File: config.mk
export PLATFORM = sky130hd
export DESIGN_NAME = coord_regs
export DESIGN_NICKNAME = d
export VERILOG_FILES = /design/src/design/plot_geom_pkg.sv /design/src/design/coord_regs.sv
export SDC_FILE = /design/constraint.sdc
export NUM_CORES = 1
export LEC_CHECK = 0
export BUFFER_PORTS_ARGS = -buffer_cell sky130_fd_sc_hd__buf_2
export CAP_MARGIN = 20
export CORE_MARGIN = 2
export CORE_UTILIZATION = 25
export CTS_BUF_LIST = sky130_fd_sc_hd__clkbuf_2 sky130_fd_sc_hd__clkbuf_4 sky130_fd_sc_hd__clkbuf_8
export DETAILED_ROUTE_END_ITERATION = 16
export GPL_TIMING_DRIVEN = 0
export HOLD_SLACK_MARGIN = 0.05
export SYNTH_ARGS = -nofsm -noshare
export SYNTH_HDL_FRONTEND = slang
export SYNTH_SLANG_ARGS = --single-unit
File: constraint.sdc
create_clock -name clk -period 3.2 [get_ports clk]
set_input_delay 0 -clock clk [delete_from_list [all_inputs] [get_ports clk]]
set_output_delay 0 -clock clk [all_outputs]
set_load 0.01 [all_outputs]
File: src/design/plot_geom_pkg.sv
package plot_geom_pkg;

    typedef logic signed [11:0] coord_t;   // screen coordinate, may go negative
    typedef logic [7:0]         color_t;   // 8 bit palette index

    // function field of the pixel writer command
    typedef enum logic [3:0] {
        fn_nop          = 4'd0,    // nothing to do
        fn_pixel_write  = 4'd1,    // plot colour at y/x
        fn_set_dst_addr = 4'd14    // colour = bitplane mode, y:x = base address
    } draw_func_e;

    // **************************************************
    // 36 bit command towards the pixel writer
    // **************************************************
    typedef struct packed {
        draw_func_e func;    // 35:32
        color_t     color;   // 31:24
        coord_t     y;       // 23:12
        coord_t     x;       // 11:0
    } draw_cmd_t;

endpackage

File: src/design/coord_regs.sv
`timescale 1ns/1ps

module coord_regs import plot_geom_pkg::*; (
    input  logic       clk,
    input  logic       reset,
    input  logic       hold,        // pixel writer back-pressure
    input  logic       load_x,
    input  logic       load_y,
    input  logic [1:0] load_idx,
    input  coord_t     load_val,
    input  logic       set_max,     // copy point max_idx into the clip limits
    input  logic [1:0] max_idx,
    output coord_t     x_pts [4],
    output coord_t     y_pts [4],
    output coord_t     max_x,
    output coord_t     max_y
);

    always_ff @(posedge clk or posedge reset) begin
        if (reset) begin
            for (int i = 0; i < 4; i++) begin
                x_pts[i] <= '0;
                y_pts[i] <= '0;
            end
            max_x <= '0;           // everything clipped until limits are set
            max_y <= '0;
        end else if (!hold) begin
            if (load_x)
                x_pts[load_idx] <= load_val;
            if (load_y)
                y_pts[load_idx] <= load_val;
            if (set_max) begin
                max_x <= x_pts[max_idx];
                max_y <= y_pts[max_idx];
            end
        end
    end

endmodule

# Word-level counts from Yosys, hierarchy flattened
# Index checks and enable logic that the tools add are counted.
# W data, S select, Z words.
dict set report totals {
  reg_bits 120
  output_inout_bits 120
  word_cells 30
}
dict set report op_classes {
  n_lt_le_gt_ge 3
  n_mux 10
  bitwise 3
  n_reduce_logical 4
}
# operator n
set ops {}
lappend ops {{$bwmux W48} 2}
lappend ops {{$mux W12} 5}
lappend ops {{$bmux W12 S2} 2}
lappend ops {{$demux W12 S2} 1}
lappend ops {{$ge A3 B3 Y1 const B} 2}
lappend ops {{$not A2 Y3} 2}
lappend ops {{$reduce_and A2 Y1} 3}
lappend ops {{$lt A3 B1 Y1 const B} 1}
lappend ops {{$logic_and A1 B1 Y1} 1}
lappend ops {{$not A1 Y1} 1}

# Longest topological paths before layout
dict set report depth {
  depth_word 6
  mapped_depth 4
  mapped_depth_nobuf 2
}

# Worst setup path after synthesis
# OpenSTA, ideal clock, no wires.
dict set report synth_timing {
  kind {reg2reg}
  startpoint {register x_pts[35] (netlist name)}
  endpoint {register max_x[11]}
  setup_time_ns 0.125
  t_arrival_ns 1.144
  required_ns 3.075
  setup_slack_ns 1.931
  stages_incl_launch_ff 3
  n_path_buf 0
  period_less_slack_ns 1.269
  path_cell_list {dfrtp_1 mux4_1 mux2_2}
}
dict set report synth_via {
  elab_chain_len 3
}
# item line_no
set synth_lines {}
lappend synth_lines {{start: declaration} coord_regs.sv:13} ;# output coord_t x_pts [4],
lappend synth_lines {{start signal: indexed assignment} coord_regs.sv:29} ;# x_pts[load_idx] <= load_val;
lappend synth_lines {{$bmux W12 S2} coord_regs.sv:33} ;# max_x <= x_pts[max_idx];
lappend synth_lines {{$mux W12 (implied by the code) (2 in series)} coord_regs.sv:33}
lappend synth_lines {{end signal: assignment} coord_regs.sv:33}
lappend synth_lines {{end: declaration} coord_regs.sv:15} ;# output coord_t max_x,
# No other way between the ends. The select of a mux whose other input is x is not followed.
# A chain may end at the register's enable or synchronous reset.

# Worst setup path after layout
dict set report layout_timing {
  startpoint {input load_idx[1]}
  endpoint {register x_pts[44] (netlist name)}
}
dict set report layout_via {
  elab_chain_len 6
  elab_cells_between_ends 7
  classes_between {2 x order compare; 3 x mux; 1 x bitwise; 1 x reduce/logical}
}
# item line_no
set layout_lines {}
lappend layout_lines {{start: declaration} coord_regs.sv:9} ;# input logic [1:0] load_idx,
lappend layout_lines {{$not A2 Y3 (implied by the code) *} coord_regs.sv:29}
lappend layout_lines {{$ge A3 B3 Y1 (implied by the code) or $lt A3 B1 Y1 (tied branches)} coord_regs.sv:29}
lappend layout_lines {{$logic_and A1 B1 Y1 (implied by the code)} coord_regs.sv:29}
lappend layout_lines {{$mux W12 (implied by the code)} coord_regs.sv:29}
lappend layout_lines {{$demux W12 S2 *} coord_regs.sv:29}
lappend layout_lines {{$bwmux W48 *} coord_regs.sv:29}
# Mark *: on every way between the ends. The rest lies on a longest branch, timed or not.

==> results.sh <==
export IMPL_p_leak_nw=3.17
export IMPL_core_area_sq_um=20400
export IMPL_ir_drop_mv=0.205
export IMPL_seq_area_frac_synth_pct=57.6
export IMPL_firstDrtPassIters=4
export IMPL_clock_latency_ns=0.42
export IMPL_period_needed_ns=1.58
export IMPL_synth_area_sq_um=5220
export IMPL_ctsHoldBuffers=17
export IMPL_ys_types=16
export IMPL_utilization_pct=33.7
export IMPL_ys_warn_count=0
export IMPL_dp_slack_ns=1.70
export IMPL_slew_headroom_pct=61.5
export IMPL_most_common_layout_cells="buf_2 (150), dfrtp_1 (120), mux2_2 (89)"
export IMPL_mostFrequentLayoutCell="buf_2"
export IMPL_n_antenna_cell=0
export IMPL_gr_usage_all_layers_pct=13.0
export IMPL_synth_fp_nets=313
export IMPL_min_period_over_period_pct=49.5
export IMPL_grt_max_degree=62
export IMPL_synth_seq_cells=120
export IMPL_cts_resized=0
export IMPL_finalWirelength_um=13800
export IMPL_drv_slew=0
export IMPL_seqCellArea_sq_um=3000
export IMPL_maxCapViolCount=0
export IMPL_crit_path_start_kind="primary input"
export IMPL_required_ns=3.50
export IMPL_nFillCells=2000
export IMPL_num_vias=3309
export IMPL_wire_per_inst_um=18.4
export IMPL_syn_avg_cell_area_sq_um=17.9
export IMPL_power_density_nw_per_um2=714
export IMPL_drc=0
export IMPL_gr_total_overflow=0
export IMPL_die_w_um=148
export IMPL_grt_pass1_vias=3542
export IMPL_vias_per_cell=4.41
export IMPL_start_util_pct=25.6
export IMPL_area_growth_syn_to_layout_pct=31.7
export IMPL_clock_skew_ns=0.0117
export IMPL_top_level_ports=142
export IMPL_cts_buffers=17
export IMPL_synth_top_area_cell="dfrtp_1"
export IMPL_grt_pass1_wl_um=21400
export IMPL_status="finished clean"
export IMPL_synthCells=291
export IMPL_dr_first_iter_drc_count=123
export IMPL_hold_path_class="primary input to flop"
export IMPL_critPathArrivalTime_ns=1.89
export IMPL_critPathMaxStageDelay_ns=0.54
export IMPL_setup_viol=0
export IMPL_rows=52
export IMPL_htreeDepth=4
export IMPL_path_clk_slew_ns=0.07
export IMPL_crit_chain="dlygate4sd3_1 > buf_2 > nor4b_2 > buf_4 > mux2_2"
export IMPL_cp_max_fo=10
export IMPL_antenna_found_initial=0
export IMPL_place_congestion=0.764
export IMPL_cts_root_buf="clkbuf_8"
export IMPL_portBuffers=139
export IMPL_yosys_top_cells_area="dfrtp_1 (58%), mux2_2 (19%), mux4_2 (8.6%)"
export IMPL_dieArea_sq_um=22000
export IMPL_rsz0062_at_grt="false"
export IMPL_fin_ws_ns=1.62
export IMPL_path_class="primary input to flop"
export IMPL_cp_end_kind="flop"
export IMPL_hold_viol_final=0
export IMPL_multiInputGateArea_sq_um=2090
export IMPL_final_net_count=489
export IMPL_slowest_stage="dlygate4sd3_1"
export IMPL_cts_tree="done"
export IMPL_max_freq_mhz=632
export IMPL_hpwlAfterDp_um=9800
export IMPL_ant_nets=0
export IMPL_fp_dieH_um=148
export IMPL_clock_sink_count=120
export IMPL_synth_top_cell_area_share_pct=57.6
export IMPL_cts_buffer_depth=2
export IMPL_layout_drive_gt1_share_pct=66.7
export IMPL_postCtsSetupRepairBufs=0
export IMPL_worst_pin_slew_ns=0.578
## worst paths after layout
check | startpoint | to | slack (ns) | depth (start not counted)
setup / recovery | load_idx[1] | x_pts[44] | 1.62 | 5
hold / removal | load_x | x_pts[1] | 0.08 | 3
setup reg to reg | x_pts[35] | max_x[11] | 1.88 | 2
hold reg to reg | max_y[11] | max_y[11] | 0.51 | 1
max in group asynchronous | reset | x_pts[44] | 2.30 | 4
min in group asynchronous | reset | y_pts[35] | 0.18 | 3
## per-layer routing
layer,vias to the layer above,share of wire (%),GRT usage (%)
met5,-,0,0
met4,0,0.82,4.05
met3,8,6.0,4.42
met2,104,50,21.5
met1,1748,43,16.3
li1,1449,-,-
## cell usage after synthesis
cell type  count
and4bb_1       4
buf_12         2
buf_2         11
buf_4          2
buf_6          1
clkbuf_1       1
dfrtp_1      120
inv_1          1
mux2_1        11
mux2_2        89
mux2_4        20
mux4_1         4
mux4_2        20
nand4b_1       2
nor2b_1        1
nor4b_2        2
## worst max-delay path: cells and delay by family
kind / cells / cell delay (ns)
and+or+nand+nor: 1 / 0.49
buffers and inverters: 3 / 1.03
muxes: 1 / 0.36
## metrics by stage
step / instance area, sq um / hold slack [ns] / TNS, ns / power [W] / std cells
6_report: 6870 / 0.0815 / 0 / 0.00491 / 750
5_1_grt: 6870 / 0.0651 / 0 / 0.00519 / 750
4_1_cts: 6870 / 0.0664 / 0 / 0.00499 / 750
3_5_place_dp: 6280 / 0.121 / 0 / 0.00349 / 701
3_3_place_gp: 6250 / 0.327 / -154.41 / 0.00345 / 700
2_1_floorplan: 5220 / 0.135 / 0 / 0.00290 / 291
## cell families (layout without fill, tap and decap cells)
logic type / after synthesis / count (layout) / synth area share (%)
buffers and inverters: 18 / 207 / 2.47
flip-flops: 120 / 120 / 57.6
multiplexers: 144 / 144 / 38.0
AND/OR/NAND/NOR: 9 / 9 / 1.99
## where the power goes
group	internal [W]	switching (W)
sequential	0.00190	0.000263
combinational	0.000733	0.000563
clock	0.000852	0.000601
## registers in the layout, indices dropped and copies added, names as in the netlist
signal  cells
x_pts      48
y_pts      48
max_x      12
max_y      12
## cell type report
cell class	count	area share (%)
clock inverter	8	1.75
buffer	17	1.82
inverter	1	0.127
multi-input combinational	153	30.3
clock buffer	24	4.35
timing repair buffer	157	13.0
sequential	120	43.7
tap	270	4.92
Power figures use the tool's default switching activity.
