### src/design/plot_geom_pkg.sv
package plot_geom_pkg;

    typedef logic signed [11:0] coord_t;   // screen coordinate, may go negative
    typedef logic [7:0]         color_t;   // 8 bit palette index

    // function field of the pixel writer command
    typedef enum logic [3:0] {
        fn_nop          = 4'd0,    // nothing to do
        fn_pixel_write  = 4'd1,    // plot colour at y/x
        fn_set_dst_addr = 4'd14    // colour = bitplane mode, y:x = base address
    } draw_func_e;

    // **************************************************
    // 36 bit command towards the pixel writer
    // **************************************************
    typedef struct packed {
        draw_func_e func;    // 35:32
        color_t     color;   // 31:24
        coord_t     y;       // 23:12
        coord_t     x;       // 11:0
    } draw_cmd_t;

endpackage

### src/design/draw_cmd_emitter.sv
`timescale 1ns/1ps

module draw_cmd_emitter import plot_geom_pkg::*; (
    input  logic      clk,
    input  logic      reset,
    input  logic      draw_busy,
    input  logic      emit_pixel,
    input  logic      emit_cfg,
    input  draw_cmd_t cfg_word,
    input  color_t    pen_color,
    input  coord_t    pos_x,
    input  coord_t    pos_y,
    input  coord_t    max_x,
    input  coord_t    max_y,
    output draw_cmd_t draw_cmd,
    output logic      draw_cmd_rdy
);

    logic tx;          // registered transmit flag
    logic in_bounds;

    assign in_bounds = (pos_x >= 12'sd0) && (pos_x <= max_x) &&
                       (pos_y >= 12'sd0) && (pos_y <= max_y);

    assign draw_cmd_rdy = tx && !draw_busy;   // strobe only on a free cycle

    always_ff @(posedge clk or posedge reset) begin
        if (reset)
            tx <= 1'b0;
        else if (!draw_busy)
            tx <= emit_cfg || (emit_pixel && in_bounds);   // clipped pixels stay silent
    end

    always_ff @(posedge clk) begin
        if (!draw_busy) begin
            if (emit_cfg)
                draw_cmd <= cfg_word;
            else if (emit_pixel)
                draw_cmd <= '{func: fn_pixel_write, color: pen_color, y: pos_y, x: pos_x};
        end
    end

endmodule

### config.mk
export PLATFORM = sky130hd
export DESIGN_NAME = draw_cmd_emitter
export DESIGN_NICKNAME = d
export VERILOG_FILES = /design/src/design/plot_geom_pkg.sv /design/src/design/draw_cmd_emitter.sv
export SDC_FILE = /design/constraint.sdc
export NUM_CORES = 1
export LEC_CHECK = 0
export BUFFER_PORTS_ARGS = -buffer_cell sky130_fd_sc_hd__buf_2
export CORE_UTILIZATION = 47
export DETAILED_ROUTE_END_ITERATION = 8
export PLACE_DENSITY = 0.86
export SYNTH_ARGS = -nofsm -noshare
export SYNTH_HDL_FRONTEND = slang
export SYNTH_SLANG_ARGS = --single-unit
### constraint.sdc
create_clock -name clk -period 3.3 [get_ports clk]
set_input_delay 0.825 -clock clk [delete_from_list [all_inputs] [get_ports clk]]
set_output_delay 0.825 -clock clk [all_outputs]
set_load 0.02 [all_outputs]
Word level (Yosys, flattened, before mapping)
Cells that the tools add are included.
{"block": "word_totals", "mem_bits_ro": 0, "latch_bits": 0, "ram_bits": 0, "elab_cells": 21, "output_inout_bits": 37, "regBits": 37, "n_memories": 0}
{"block": "classes", "n_div": 0, "n_lt_le_gt_ge": 4, "bitwise": 1, "n_reduce_logical": 9, "mux": 2, "shifts": 0, "add_sub_neg": 0, "n_eq_ne": 0, "mul": 0}
{"cell": "2-to-1 mux 36 bit", "count": 2}
{"cell": ">= comparator 12 x 1 -> 1 bit, second input constant", "count": 2}
{"cell": "less-or-equal comparator 12 bit", "count": 2}
{"cell": "logical AND 1 bit", "count": 5}
{"cell": "AND reduction 2 bit", "count": 1}
{"cell": "nonzero test 2 bit", "count": 1}
{"cell": "zero test 1 bit", "count": 1}
{"cell": "logical OR 1 bit", "count": 1}
{"cell": "NOT 1 bit", "count": 1}

Longest topological paths before layout
Gate-level depths: netlist of run 1.
{"block": "depth", "ltp_word": 6, "depth_mapped": 7, "mapped_depth_nobuf": 7}

Worst setup path after synthesis of run 1
OpenSTA, ideal clock, no wires.
{"block": "synth_path", "kind": "input to register", "start": "input port emit_cfg", "end": "register draw_cmd[0] (netlist name) (enable)", "required_time_ps": 2871, "path_slack_ps": 216, "setup_ps": 429, "arrival_time_ps": 2655, "path_stages": 3, "path_buffers": 1, "cell_sequence": "clkbuf_1 > nor2_1 > nor2_1"}
{"block": "synth_between", "elab_chain_len": 2}
{"item": "start: declaration", "line_no": "draw_cmd_emitter.sv:8", "text": "input logic emit_cfg,"}
{"item": "nonzero test 2 bit (no line)"}
{"item": "AND reduction 2 bit (no line)"}
{"item": "end signal: assignment", "line_no": "draw_cmd_emitter.sv:37", "text": "draw_cmd <= cfg_word;"}
{"item": "end signal: assignment", "line_no": "draw_cmd_emitter.sv:39", "text": "draw_cmd <= '{func: fn_pixel_write, color: pen_color, y: pos_y, x: pos_x};"}
{"item": "end: declaration", "line_no": "draw_cmd_emitter.sv:15", "text": "output draw_cmd_t draw_cmd,"}
No other way between the ends.
A chain may end at the register's enable or synchronous reset.

Worst setup path after layout of run 1
{"block": "layout_path", "start": "input port pos_x[9]", "end": "register tx"}
{"block": "layout_between", "elab_chain_len": 6, "word_cells_on_any_way": 7}
{"item": "start: declaration", "line_no": "draw_cmd_emitter.sv:11", "text": "input coord_t pos_x,"}
{"item": ">= comparator 12 x 1 -> 1 bit or less-or-equal comparator 12 bit (tied branches)", "line_no": "draw_cmd_emitter.sv:22", "text": "assign in_bounds = (pos_x >= 12'sd0) && (pos_x <= max_x) &&"}
{"item": "logical AND 1 bit (*) (2 in series)", "line_no": "draw_cmd_emitter.sv:22"}
{"item": "logical AND 1 bit (*)", "line_no": "draw_cmd_emitter.sv:23", "text": "(pos_y >= 12'sd0) && (pos_y <= max_y);"}
{"item": "logical AND 1 bit (*)", "line_no": "draw_cmd_emitter.sv:31", "text": "tx <= emit_cfg || (emit_pixel && in_bounds);"}
{"item": "logical OR 1 bit (*)", "line_no": "draw_cmd_emitter.sv:31"}
{"item": "end signal: assignment", "line_no": "draw_cmd_emitter.sv:31"}
{"item": "end: declaration", "line_no": "draw_cmd_emitter.sv:19", "text": "logic tx;"}
Mark *: on every way between the ends. The rest lies on a longest branch, timed or not.

==> results of run 1 <==
## worst reg2reg max path, delay by kind of cell (launching register included)
family | cells | cell delay, ns
flops | 1 | 0.37
compound gates | 3 | 0.33
mux | 1 | 0.28
## routing by layer
layer	GRT usage	wire (um)	up-vias
met5	0	0	-
met4	0.0889	112	0
met3	0.0534	398	12
met2	0.372	2590	85
met1	0.226	1830	810
li1	-	-	914
## final cells by class
type                    count  area, um2
repair buffers            135        681
clock inverters             2       33.8
multi-input cells         108        973
inverters                  28        105
fillers                   348       1380
clock buffers               6       72.6
flip-flops and latches     37       1110
well taps                  52       65.1
## cells in the final DEF (no fill, tap or decap), types with 2 or more instances in the layout
master,synthesis,final
o21ai_0,6,6
and2_1,3,3
mux2_1,6,6
edfxtp_1,36,36
buf_2,2,133
a21o_1,2,2
buf_4,0,2
o21a_1,2,2
a21oi_1,9,9
nand2_1,9,9
nor2b_1,2,2
nor2_1,4,3
mux2_2,25,25
o211a_1,2,2
nand4_1,2,2
a31oi_1,2,2
ha_1,24,24
clkbuf_8,0,5
inv_1,28,28
## how the worst min path moves through the flow
stage | to | depth (start not counted)
global route | tx$_DFFE_PP0N_ | 2
finish | tx$_DFFE_PP0N_ | 2
floorplan | tx$_DFFE_PP0N_ | 1
detailed placement | tx$_DFFE_PP0N_ | 2
CTS | tx$_DFFE_PP0N_ | 2
global placement | tx$_DFFE_PP0N_ | 2
## per-stage QoR
step                       util  hold slack, ns  std cells  worst slack, ns
after floorplan               -           0.554        177            0.216
after global placement    0.664           0.664        360            0.919
after detailed placement  0.664           0.660        360            0.904
after CTS                 0.688           0.346        368             1.17
after global routing      0.688           0.358        368             1.10
final                     0.688           0.359        368             1.17
## logic make-up after synthesis
kind of cell | synth area share
compound gates | 0.0764
buf+inv | 0.0559
mux | 0.159
fa+ha+maj | 0.137
flops | 0.504
simple gates | 0.0678
## synth_stat cells, types with 2 or more instances
master    number  area, um2
a21o_1         2       15.0
buf_2          2       10.0
a31oi_1        2       12.5
nor2b_1        2       12.5
ha_1          24        300
inv_1         28        105
nand2_1        9       33.8
mux2_2        25        282
and2_1         3       18.8
o211a_1        2       20.0
o21ai_0        6       30.0
o21a_1         2       15.0
a21oi_1        9       45.0
mux2_1         6       67.6
nand4_1        2       12.5
edfxtp_1      36       1080
nor2_1         4       15.0
## state kept, by name, indices dropped and copies added (netlist names)
| register | count |
|---|---|
| tx | 1 |
| draw_cmd | 36 |
## power breakdown
group	total [mW]	leakage (nW)	internal, mW	switching (mW)
clock network	0.376	0.0528	0.223	0.153
registers	0.578	0.357	0.568	0.00925
logic	0.289	1.10	0.132	0.158
total	1.24	1.51	0.923	0.320
==> run metrics, run 1 <==
outcome=finished clean; WS Path Type=in2reg; ys async rst share=0.0270; Cells after Synth=between 150 and 200; largest net degree at the start of global routing=40; Area growth syn-to-layout=38.4%; cts repair resizes=0; Post-CTS Setup Bufs=0; Syn Nets=roughly 300; ratio of cells with drive above 1 in the final layout=0.541; slowest stage delay, CP=0.45 ns; Highest Clock Rate=469 MHz; startpoint types=primary input; total die area=0.00495 mm2; final antenna-violating net count=0; FF-to-FF End=tx$_DFFE_PP0N_; first-pass GRT wire length=7960 um; distinct cell type count after synthesis=30; Yosys warning total=0; Max-Cap Viols=0; die span in x=~70 um; Critical Path, Cell by Cell=buf_2 -> ha_1 -> a21o_1 -> a31oi_1 -> o21ai_0 -> a2111oi_0 -> a2bb2oi_1; syn_area_per_cell=12.4 um2; RSZ-0062 raised after global routing=false; total negative slack=0 ns; Hold Crit Class=in2async; minimum clock period=about 2.1 ns; Final Hold Viols=0; Clock Sinks=37; Max Slew Vio Count=0; Worst path depth=7; cell area after placement=0.00293 mm2; CP top delay family=compound AO/OA/AOI/OAI gates; #FFs+latches synth=37; I/O pins=~130; Die Ht=70.3 um; Initial Util=0.497; antenna violations before repair=0; Worst Path Max Fanout=2; mapped cell area=roughly 0.0022 mm2; Critical Path End=tx$_DFFE_PP0N_; final routed DRC violation total=0; R2R Setup Slk=2.21 ns; vias per cell=roughly 5; Worst Path Arrival=approximately 2.3 ns; CORE AREA=0.00441 mm2; Post-synth EDFFs=36; slew margin rel.=0.704; Post-Route Skew=0 ns; PwrDens=approximately 410 mW/mm2; vias=between 1500 and 2000; Net count, final=between 400 and 500; initial drt markers=52; routed wire length=4930 um; worst vdd ir=about 290 uV; GR Overflow Total=0; Pwr Total=1.24 mW; GR Util All Layers=0.206; sequential cell area fraction in the yosys report=0.504; final setup fails=0; GP Congestion=between 0.7 and 0.8; PortBufs=roughly 130; Crit path required time=approximately 3.5 ns; vias in the first global route=about 1800; Reg2Reg Depth=4; clock root buffer=clkbuf_8; Ant. Diodes=0; H-tree levels=2; Crit. Startpoint=pos_x[9]; ys flop type=edfxtp_1; P_leak=roughly 1.5 nW; Clk Latency, worst-skew pair=0.28 ns; clk buf depth=2; worst slew pin tran=between 0.4 and 0.5 ns; crit share post-route=0.647; DP HPWL=around 4000 um; clk slew on worst S/H paths=~0.07 ns; DRT Pass-1 Iters=4; DR WL/cell=13.4 um; Reg-to-Reg Start=tx$_DFFE_PP0N_; Hold Buf Count CTS=0; CTS tree=yes; num rows=24; worst path buffer plus inverter count=1; Critical Path Sink Type=flip-flop; critical path's slowest cell=a2111oi_0; total CTS buffers=5; post-route cell area=0.00304 mm2
Power figures use the tool's default switching activity.
==> run 2, diff against run 1 <==
--- a/config.mk
+++ b/config.mk
@@ -6,9 +6,9 @@
 export NUM_CORES = 1
 export LEC_CHECK = 0
 export BUFFER_PORTS_ARGS = -buffer_cell sky130_fd_sc_hd__buf_2
-export CORE_UTILIZATION = 47
+export CORE_UTILIZATION = 43
 export DETAILED_ROUTE_END_ITERATION = 8
-export PLACE_DENSITY = 0.86
+export PLACE_DENSITY = 0.8
 export SYNTH_ARGS = -nofsm -noshare
 export SYNTH_HDL_FRONTEND = slang
 export SYNTH_SLANG_ARGS = --single-unit
==> constraint.sdc (replaced) <==
create_clock -name clk -period 2 [get_ports clk]
set_input_delay 0.5 -clock clk [delete_from_list [all_inputs] [get_ports clk]]
set_output_delay 0.5 -clock clk [all_outputs]
set_load 0.02 [all_outputs]
==> run 2 against run 1 <==
Compared with the run above:
- non-clock buffer count up 6
- final cell count up 5.4%
- critical path type unchanged
- core utilization down 5.1 points
- register-to-register slack worse by 1.4 ns
- count of clock-buffer cells in the layout unchanged
- largest cell class unchanged
==> run metrics, run 2 (synthesis results as in run 1) <==
outcome=finished clean (unchanged); storage element area=0.00111 mm2 (unchanged); commonest non-fill, non-tap cell in the layout=buf_2 (unchanged); slowest stage delay, CP=0.44 ns (was 0.45 ns); Crit path required time=2.20 ns (was 3.51 ns); num rows=25 (was 24); first-pass GRT wire length=7830 um (was 7960 um); max reg flops=36 (unchanged); Worst Path Max Fanout=2 (unchanged); worst vdd ir=378 uV (was 287 uV); antenna violations before repair=0 (unchanged); Hold Crit Class=in2async (unchanged); critical path's slowest cell=a2111oi_0 (unchanged); Net count, final=442 (was 436); PortBufs=133 (unchanged); Reg-to-Reg Start=tx$_DFFE_PP0N_ (unchanged); DR WL/cell=13.0 um (was 13.4 um); WS Path Type=in2reg (unchanged); Die Ht=73.4 um (was 70.3 um); GR Overflow Total=0 (unchanged); final routed DRC violation total=0 (unchanged); Highest Clock Rate=555 MHz; clk slew on worst S/H paths=0.07 ns (about the same); R2R Setup Slk=0.86 ns (was 2.21 ns); Worst Path Arrival=2.01 ns (was 2.34 ns); vias=1822 (was 1821); DRT Pass-1 Iters=4 (unchanged); die span in x=73.4 um (was 70.3 um); total CTS buffers=5 (unchanged); clock root buffer=clkbuf_8 (unchanged); vias in the first global route=1848 (was 1846); Fill cells=424 (was 348); crit share post-route=0.901; clk buf depth=2 (unchanged); cts repair resizes=0 (unchanged); Reg2Reg Depth=4 (unchanged); GP Congestion=0.807 (was 0.719); total negative slack=0 ns (unchanged); I/O pins=134 (unchanged); Int Pwr=1.40 mW (was 923 uW); DP HPWL=4230 um (was 3960 um); Clock Sinks=37 (unchanged); PwrDens=623 mW/mm2 (was 409 mW/mm2); Reg power frac=0.499 (was 0.464); Clk Latency, worst-skew pair=0.27 ns (was 0.28 ns); area occupied by multi-input gates=973 um2 (unchanged); FF-to-FF End=tx$_DFFE_PP0N_ (unchanged); Post-CTS Setup Bufs=0 (unchanged); worst slew pin tran=0.423 ns (was 0.433 ns); Post-Route Skew=0 ns (unchanged); Max-Cap Viols=0 (unchanged); RSZ-0062 raised after global routing=false (unchanged); final setup fails=0 (unchanged); Ant. Diodes=0 (unchanged); startpoint types=primary input (unchanged); Sw Ratio=0.270 (was 0.258); Psw=516 uW (was 320 uW); most frequent cells in the layout=133 x buf_2, 36 x edfxtp_1, 28 x inv_1, 25 x mux2_2, 24 x ha_1 (unchanged); routed wire length=5030 um (was 4930 um); Pwr Total=1.91 mW (was 1.24 mW); Hold Buf Count CTS=0 (unchanged); Max Slew Vio Count=0 (unchanged); largest net degree at the start of global routing=20 (was 40); total die area=0.00539 mm2 (was 0.00495 mm2); CORE AREA=0.00482 mm2 (was 0.00441 mm2); largest reg by FF count=draw_cmd (unchanged); slew margin rel.=0.711 (was 0.704); initial drt markers=22 (was 52); P_leak=1.53 nW (was 1.51 nW); WHS=0.0484 ns (was 0.359 ns); Final Hold Viols=0 (unchanged); GR Util All Layers=0.194 (was 0.206); final antenna-violating net count=0 (unchanged); Critical Path, Cell by Cell=buf_2 -> ha_1 -> a21o_1 -> a31oi_1 -> o21ai_0 -> a2111oi_0 -> a2bb2oi_1 (unchanged); biggest regs=draw_cmd: 36 flops, tx: 1 flops (unchanged); vias per cell=4.70 (was 4.95); Critical Path Sink Type=flip-flop (unchanged); ratio of cells with drive above 1 in the final layout=0.548 (was 0.541); CTS tree=yes (unchanged); Area growth syn-to-layout=39.9% (was 38.4%); Clk pwr share=0.247 (was 0.303); minimum clock period=about 1.8 ns; Initial Util=0.456 (was 0.497); H-tree levels=2 (unchanged); combinational power share=0.255 (was 0.233)
==> run 2: cell count changes in the layout (fill, tap and decap cells not counted), sizes merged <==
cell	change
bufinv	-1
buf	+6
==> run 2: power groups by stage <==
stage / clock network [mW] / registers, mW / logic [mW]
after global placement: 0 / 0.968 / 0.480
final: 0.472 / 0.954 / 0.487
after global routing: 0.519 / 0.963 / 0.541
after floorplan: 0 / 1.07 / 0.181
after CTS: 0.497 / 0.955 / 0.494
after detailed placement: 0 / 0.971 / 0.492
==> run 2: final cells by class <==
type / count / area share
Clock inverter: 1 / 0.00122
Inverter: 28 / 0.0342
Tap cell: 67 / 0.0273
Sequential cell: 37 / 0.360
Multi-Input combinational cell: 108 / 0.317
Timing Repair Buffer: 141 / 0.236
Clock buffer: 6 / 0.0236
==> run 2: worst max path at each step <==
stage	startpoint	to	depth (start not counted)	slack, ns
finish	pos_x[9]	tx$_DFFE_PP0N_	7	0.20
CTS	pos_x[9]	tx$_DFFE_PP0N_	7	0.13
detailed placement	pos_x[9]	tx$_DFFE_PP0N_	7	-0.15
global route	pos_x[9]	tx$_DFFE_PP0N_	7	0.06
floorplan	max_y[7]	tx$_DFFE_PP0N_	7	0.16
global placement	pos_x[9]	tx$_DFFE_PP0N_	7	-0.21
==> run 2: through the flow <==
step,worst slack [ns],cells,cell area [um2],util
finish,0.197,388,3070,0.637
global route,0.0558,388,3070,0.637
CTS,0.135,388,3070,0.637
detailed placement,-0.150,381,2990,0.622
global placement,-0.208,381,2990,0.622
floorplan,0.160,177,2200,-
==> run 2: layer usage <==
layer,part of all wire,track usage,vias to the layer above
li1,-,-,924
met1,0.39,0.214,810
met2,0.52,0.358,80
met3,0.076,0.0466,8
met4,0.015,0.0705,0
met5,0,0,-
==> run 2: critical path: cells and delay by family <==
family	cells	cell delay, ns
compound gates	5	1.10
fa+ha+maj	1	0.30
buf+inv	1	0.11
==> run 3, diff against run 2 <==
--- a/config.mk
+++ b/config.mk
@@ -5,8 +5,9 @@
 export SDC_FILE = /design/constraint.sdc
 export NUM_CORES = 1
 export LEC_CHECK = 0
+export ABC_AREA = 1
 export BUFFER_PORTS_ARGS = -buffer_cell sky130_fd_sc_hd__buf_2
-export CORE_UTILIZATION = 43
+export CORE_UTILIZATION = 44
 export DETAILED_ROUTE_END_ITERATION = 8
 export PLACE_DENSITY = 0.8
 export SYNTH_ARGS = -nofsm -noshare
==> run 3 against run 2 <==
Compared with the run above:
- die area grew 3.8%
- via count grew 22%
- non-clock buffer count decreased by 3
- clock skew stayed put
- flip-flop and latch count is the same
- core utilization fell by 1.1 points
- synthesized cell count grew 62%
- clock power up 0.8%
- synthesized area is 6.3% higher
- register-to-register slack better by 0.49 ns
- final area is 4.2% higher
==> run metrics, run 3 <==
outcome=finished clean (unchanged); vias per cell=4.48 (was 4.70); Reg2Reg Depth=2 (was 4); Crit path top cell by count=nand3_2; clk slew on worst S/H paths=0.07 ns (about the same); final setup fails=0 (unchanged); GR Util All Layers=0.197 (was 0.194); total negative slack=0 ns (unchanged); DRT Pass-1 Iters=4 (unchanged); Syn Nets=407 (was 298); distinct cell type count after synthesis=22 (was 30); GP Congestion=0.828 (was 0.807); final antenna-violating net count=0 (unchanged); Worst Path Arrival=1.69 ns (was 2.01 ns); Synth area leaders=edfxtp_1 46%, nand2_1 21%, ha_1 13% (was edfxtp_1 49%, ha_1 14%, mux2_2 13%); antenna violations before repair=0 (unchanged); worst vdd ir=316 uV (was 378 uV); WS Path Type=in2reg (unchanged); most frequent cell after synthesis=nand2_1 (was edfxtp_1); R2R Setup Slk=1.35 ns (was 0.86 ns); Psw=565 uW (was 516 uW); M2 GR Usage=0.365 (was 0.358); Clk pwr share=0.245 (was 0.247); I/O pins=134 (unchanged); DR WL/cell=10.9 um (was 13.0 um); Post-Route Skew=0 ns (unchanged); Critical Path Sink Type=flip-flop (unchanged); Max Slew Vio Count=0 (unchanged); Net count, final=545 (was 442); first-pass GRT wire length=8380 um (was 7830 um); Die Ht=74.8 um (was 73.4 um); Max-Cap Viols=0 (unchanged); Worst Path Max Fanout=3 (was 2); GR Layer Usage met3=0.0348 (was 0.0466); Sw Ratio=0.291 (was 0.270); RSZ-0062 raised after global routing=false (unchanged); Post-synth EDFFs=36 (unchanged); Int Pwr=1.38 mW (was 1.40 mW); ratio of cells with drive above 1 in the final layout=0.379 (was 0.548); Yosys warning total=0 (unchanged); die span in x=74.8 um (was 73.4 um); startpoint types=primary input (unchanged); num rows=26 (was 25); CORE AREA=0.00511 mm2 (was 0.00482 mm2); Crit path required time=2.22 ns (was 2.20 ns); routed wire length=5390 um (was 5030 um); combinational power share=0.265 (was 0.255); Synth top cells by count=131 x nand2_1, 48 x inv_1, 36 x edfxtp_1, 24 x ha_1, 8 x a21oi_1 (was 36 x edfxtp_1, 28 x inv_1, 25 x mux2_2, 24 x ha_1); initial drt markers=43 (was 22); GR Overflow Total=0 (unchanged); final core utilization=0.626 (was 0.637); Fill cells=502 (was 424); clk buf depth=2 (unchanged); share of the synthesized area in the top cell type=0.464 (was 0.493); largest reg by FF count=draw_cmd (unchanged); total die area=0.00560 mm2 (was 0.00539 mm2); #FFs+latches synth=37 (unchanged); slowest stage delay, CP=0.30 ns (was 0.44 ns); crit share post-route=0.739 (was 0.901); vias in the first global route=2048 (was 1848); H-tree levels=2 (unchanged); Hold Buf Count CTS=0 (unchanged); Cells after Synth=286 (was 177); Initial Util=0.457 (was 0.456); gr busiest metal=met2 (unchanged); Area growth syn-to-layout=37.1% (was 39.9%); DP HPWL=4510 um (was 4230 um); final routed DRC violation total=0 (unchanged); worst slew pin tran=0.235 ns (was 0.423 ns); CTS tree=yes (unchanged); commonest non-fill, non-tap cell in the layout=buf_2 (unchanged); vias=2218 (was 1822); critical path's slowest cell=ha_1 (was a2111oi_0); PwrDens=608 mW/mm2 (was 623 mW/mm2); total CTS buffers=5 (unchanged); Post-CTS Setup Bufs=0 (unchanged); PortBufs=133 (unchanged); largest area contributor in the netlist=edfxtp_1 (unchanged); syn_area_per_cell=8.15 um2 (was 12.4 um2); biggest regs=draw_cmd: 36 flops, tx: 1 flops (unchanged); ys async rst share=0.0270 (unchanged); Highest Clock Rate=677 MHz (was 555 MHz); sequential cell area fraction in the yosys report=0.474 (was 0.504); P_leak=1.85 nW (was 1.53 nW); Reg-to-Reg Start=tx$_DFFE_PP0N_ (unchanged); ys flop type=edfxtp_1 (unchanged); Reg power frac=0.490 (was 0.499); largest net degree at the start of global routing=37 (was 20); Clock Sinks=37 (unchanged); mapped cell area=0.00233 mm2 (was 0.00219 mm2); minimum clock period=1.48 ns (was 1.80 ns); Critical Path, Cell by Cell=buf_2 -> ha_1 -> nand2_1 -> nor2_2 -> and2_4 -> nand2_2 -> nand3_2 -> nand2_2 -> nand3_2 -> nand3_2 -> a21oi_2 (was buf_2 -> ha_1 -> a21o_1 -> a31oi_1 -> o21ai_0 -> a2111oi_0 -> a2bb2oi_1); cts repair resizes=0 (unchanged); Clk Latency, worst-skew pair=0.28 ns (was 0.27 ns); FF-to-FF End=tx$_DFFE_PP0N_ (unchanged); global routing usage on met1=0.227 (was 0.214); clock root buffer=clkbuf_8 (unchanged); most frequent cells in the layout=133 x buf_2, 131 x nand2_1, 48 x inv_1, 36 x edfxtp_1, 24 x ha_1 (was 133 x buf_2, 36 x edfxtp_1, 28 x inv_1, 25 x mux2_2, 24 x ha_1); Ant. Diodes=0 (unchanged); slew margin rel.=0.843 (was 0.711); Final Hold Viols=0 (unchanged); max reg flops=36 (unchanged); Hold Crit Class=in2async (unchanged)
-- run 3: cell count changes in the layout (fill, tap and decap cells not counted), moves of 4 or more --
cell,before,now
buf_4,8,4
inv_1,28,48
inv_2,0,4
mux2_1,6,0
mux2_2,25,0
nand2_1,9,131
o21ai_0,6,2
-- run 3: worst max-delay path, delay by kind of cell --
family	cells	cell delay, ns
compound gates	1	0.11
fa+ha+maj	1	0.30
buf+inv	1	0.12
simple gates	8	0.67
-- run 3: through the flow --
step                setup slack (ns)  hold slack [ns]  std cells  total power [mW]  instance area, um2
floorplan                      0.153            0.229        286              1.27                2340
global placement               0.286            0.344        487              1.48                3120
detailed placement             0.217            0.344        487              1.49                3120
CTS                            0.514           0.0387        495              1.96                3200
global route                   0.395           0.0401        495              2.06                3200
finish                         0.522           0.0445        495              1.94                3200
-- run 3: worst max path at each step --
stage / start / slack [ns] / to
finish: pos_x[11] / 0.52 / tx$_DFFE_PP0N_
global placement: pos_y[11] / 0.29 / tx$_DFFE_PP0N_
global route: pos_y[9] / 0.40 / tx$_DFFE_PP0N_
floorplan: emit_cfg / 0.15 / draw_cmd[0]$_DFFE_PP_
detailed placement: pos_x[11] / 0.22 / tx$_DFFE_PP0N_
CTS: pos_x[11] / 0.51 / tx$_DFFE_PP0N_
-- run 3: logic make-up (layout without fill, tap and decap cells) --
| logic type | count (synthesis) | count (layout) | synth area share |
|---|---|---|---|
| adders and majority gates | 24 | 24 | 0.129 |
| and+or+nand+nor | 155 | 155 | 0.275 |
| buffers and inverters | 59 | 198 | 0.0966 |
| AOI/OAI and AO/OA | 11 | 11 | 0.0252 |
| DFF | 37 | 37 | 0.474 |
-- run 3: power by group through the flow --
stage          clock (mW)  combinational [mW]  sequential (mW)
2_1_floorplan           0               0.202             1.07
3_3_place_gp            0               0.508            0.967
3_5_place_dp            0               0.519            0.971
4_1_cts             0.489               0.521            0.954
5_1_grt             0.516               0.586            0.961
6_report            0.476               0.515            0.953
-- run 3: final cells by class --
class | instances | area (um2) | share of cell area
multi-input cells | 190 | 1010 | 0.317
clock buffers | 5 | 68.8 | 0.0215
repair buffers | 138 | 716 | 0.224
well taps | 70 | 87.6 | 0.0274
inverters | 52 | 195 | 0.0610
clock inverters | 3 | 12.5 | 0.00391
flip-flops and latches | 37 | 1110 | 0.346
-- run 3: layer usage --
metal | vias up | share of wire
met5 | - | 0
met4 | 0 | 0.018
met3 | 10 | 0.044
met2 | 74 | 0.53
met1 | 974 | 0.40
li1 | 1160 | -
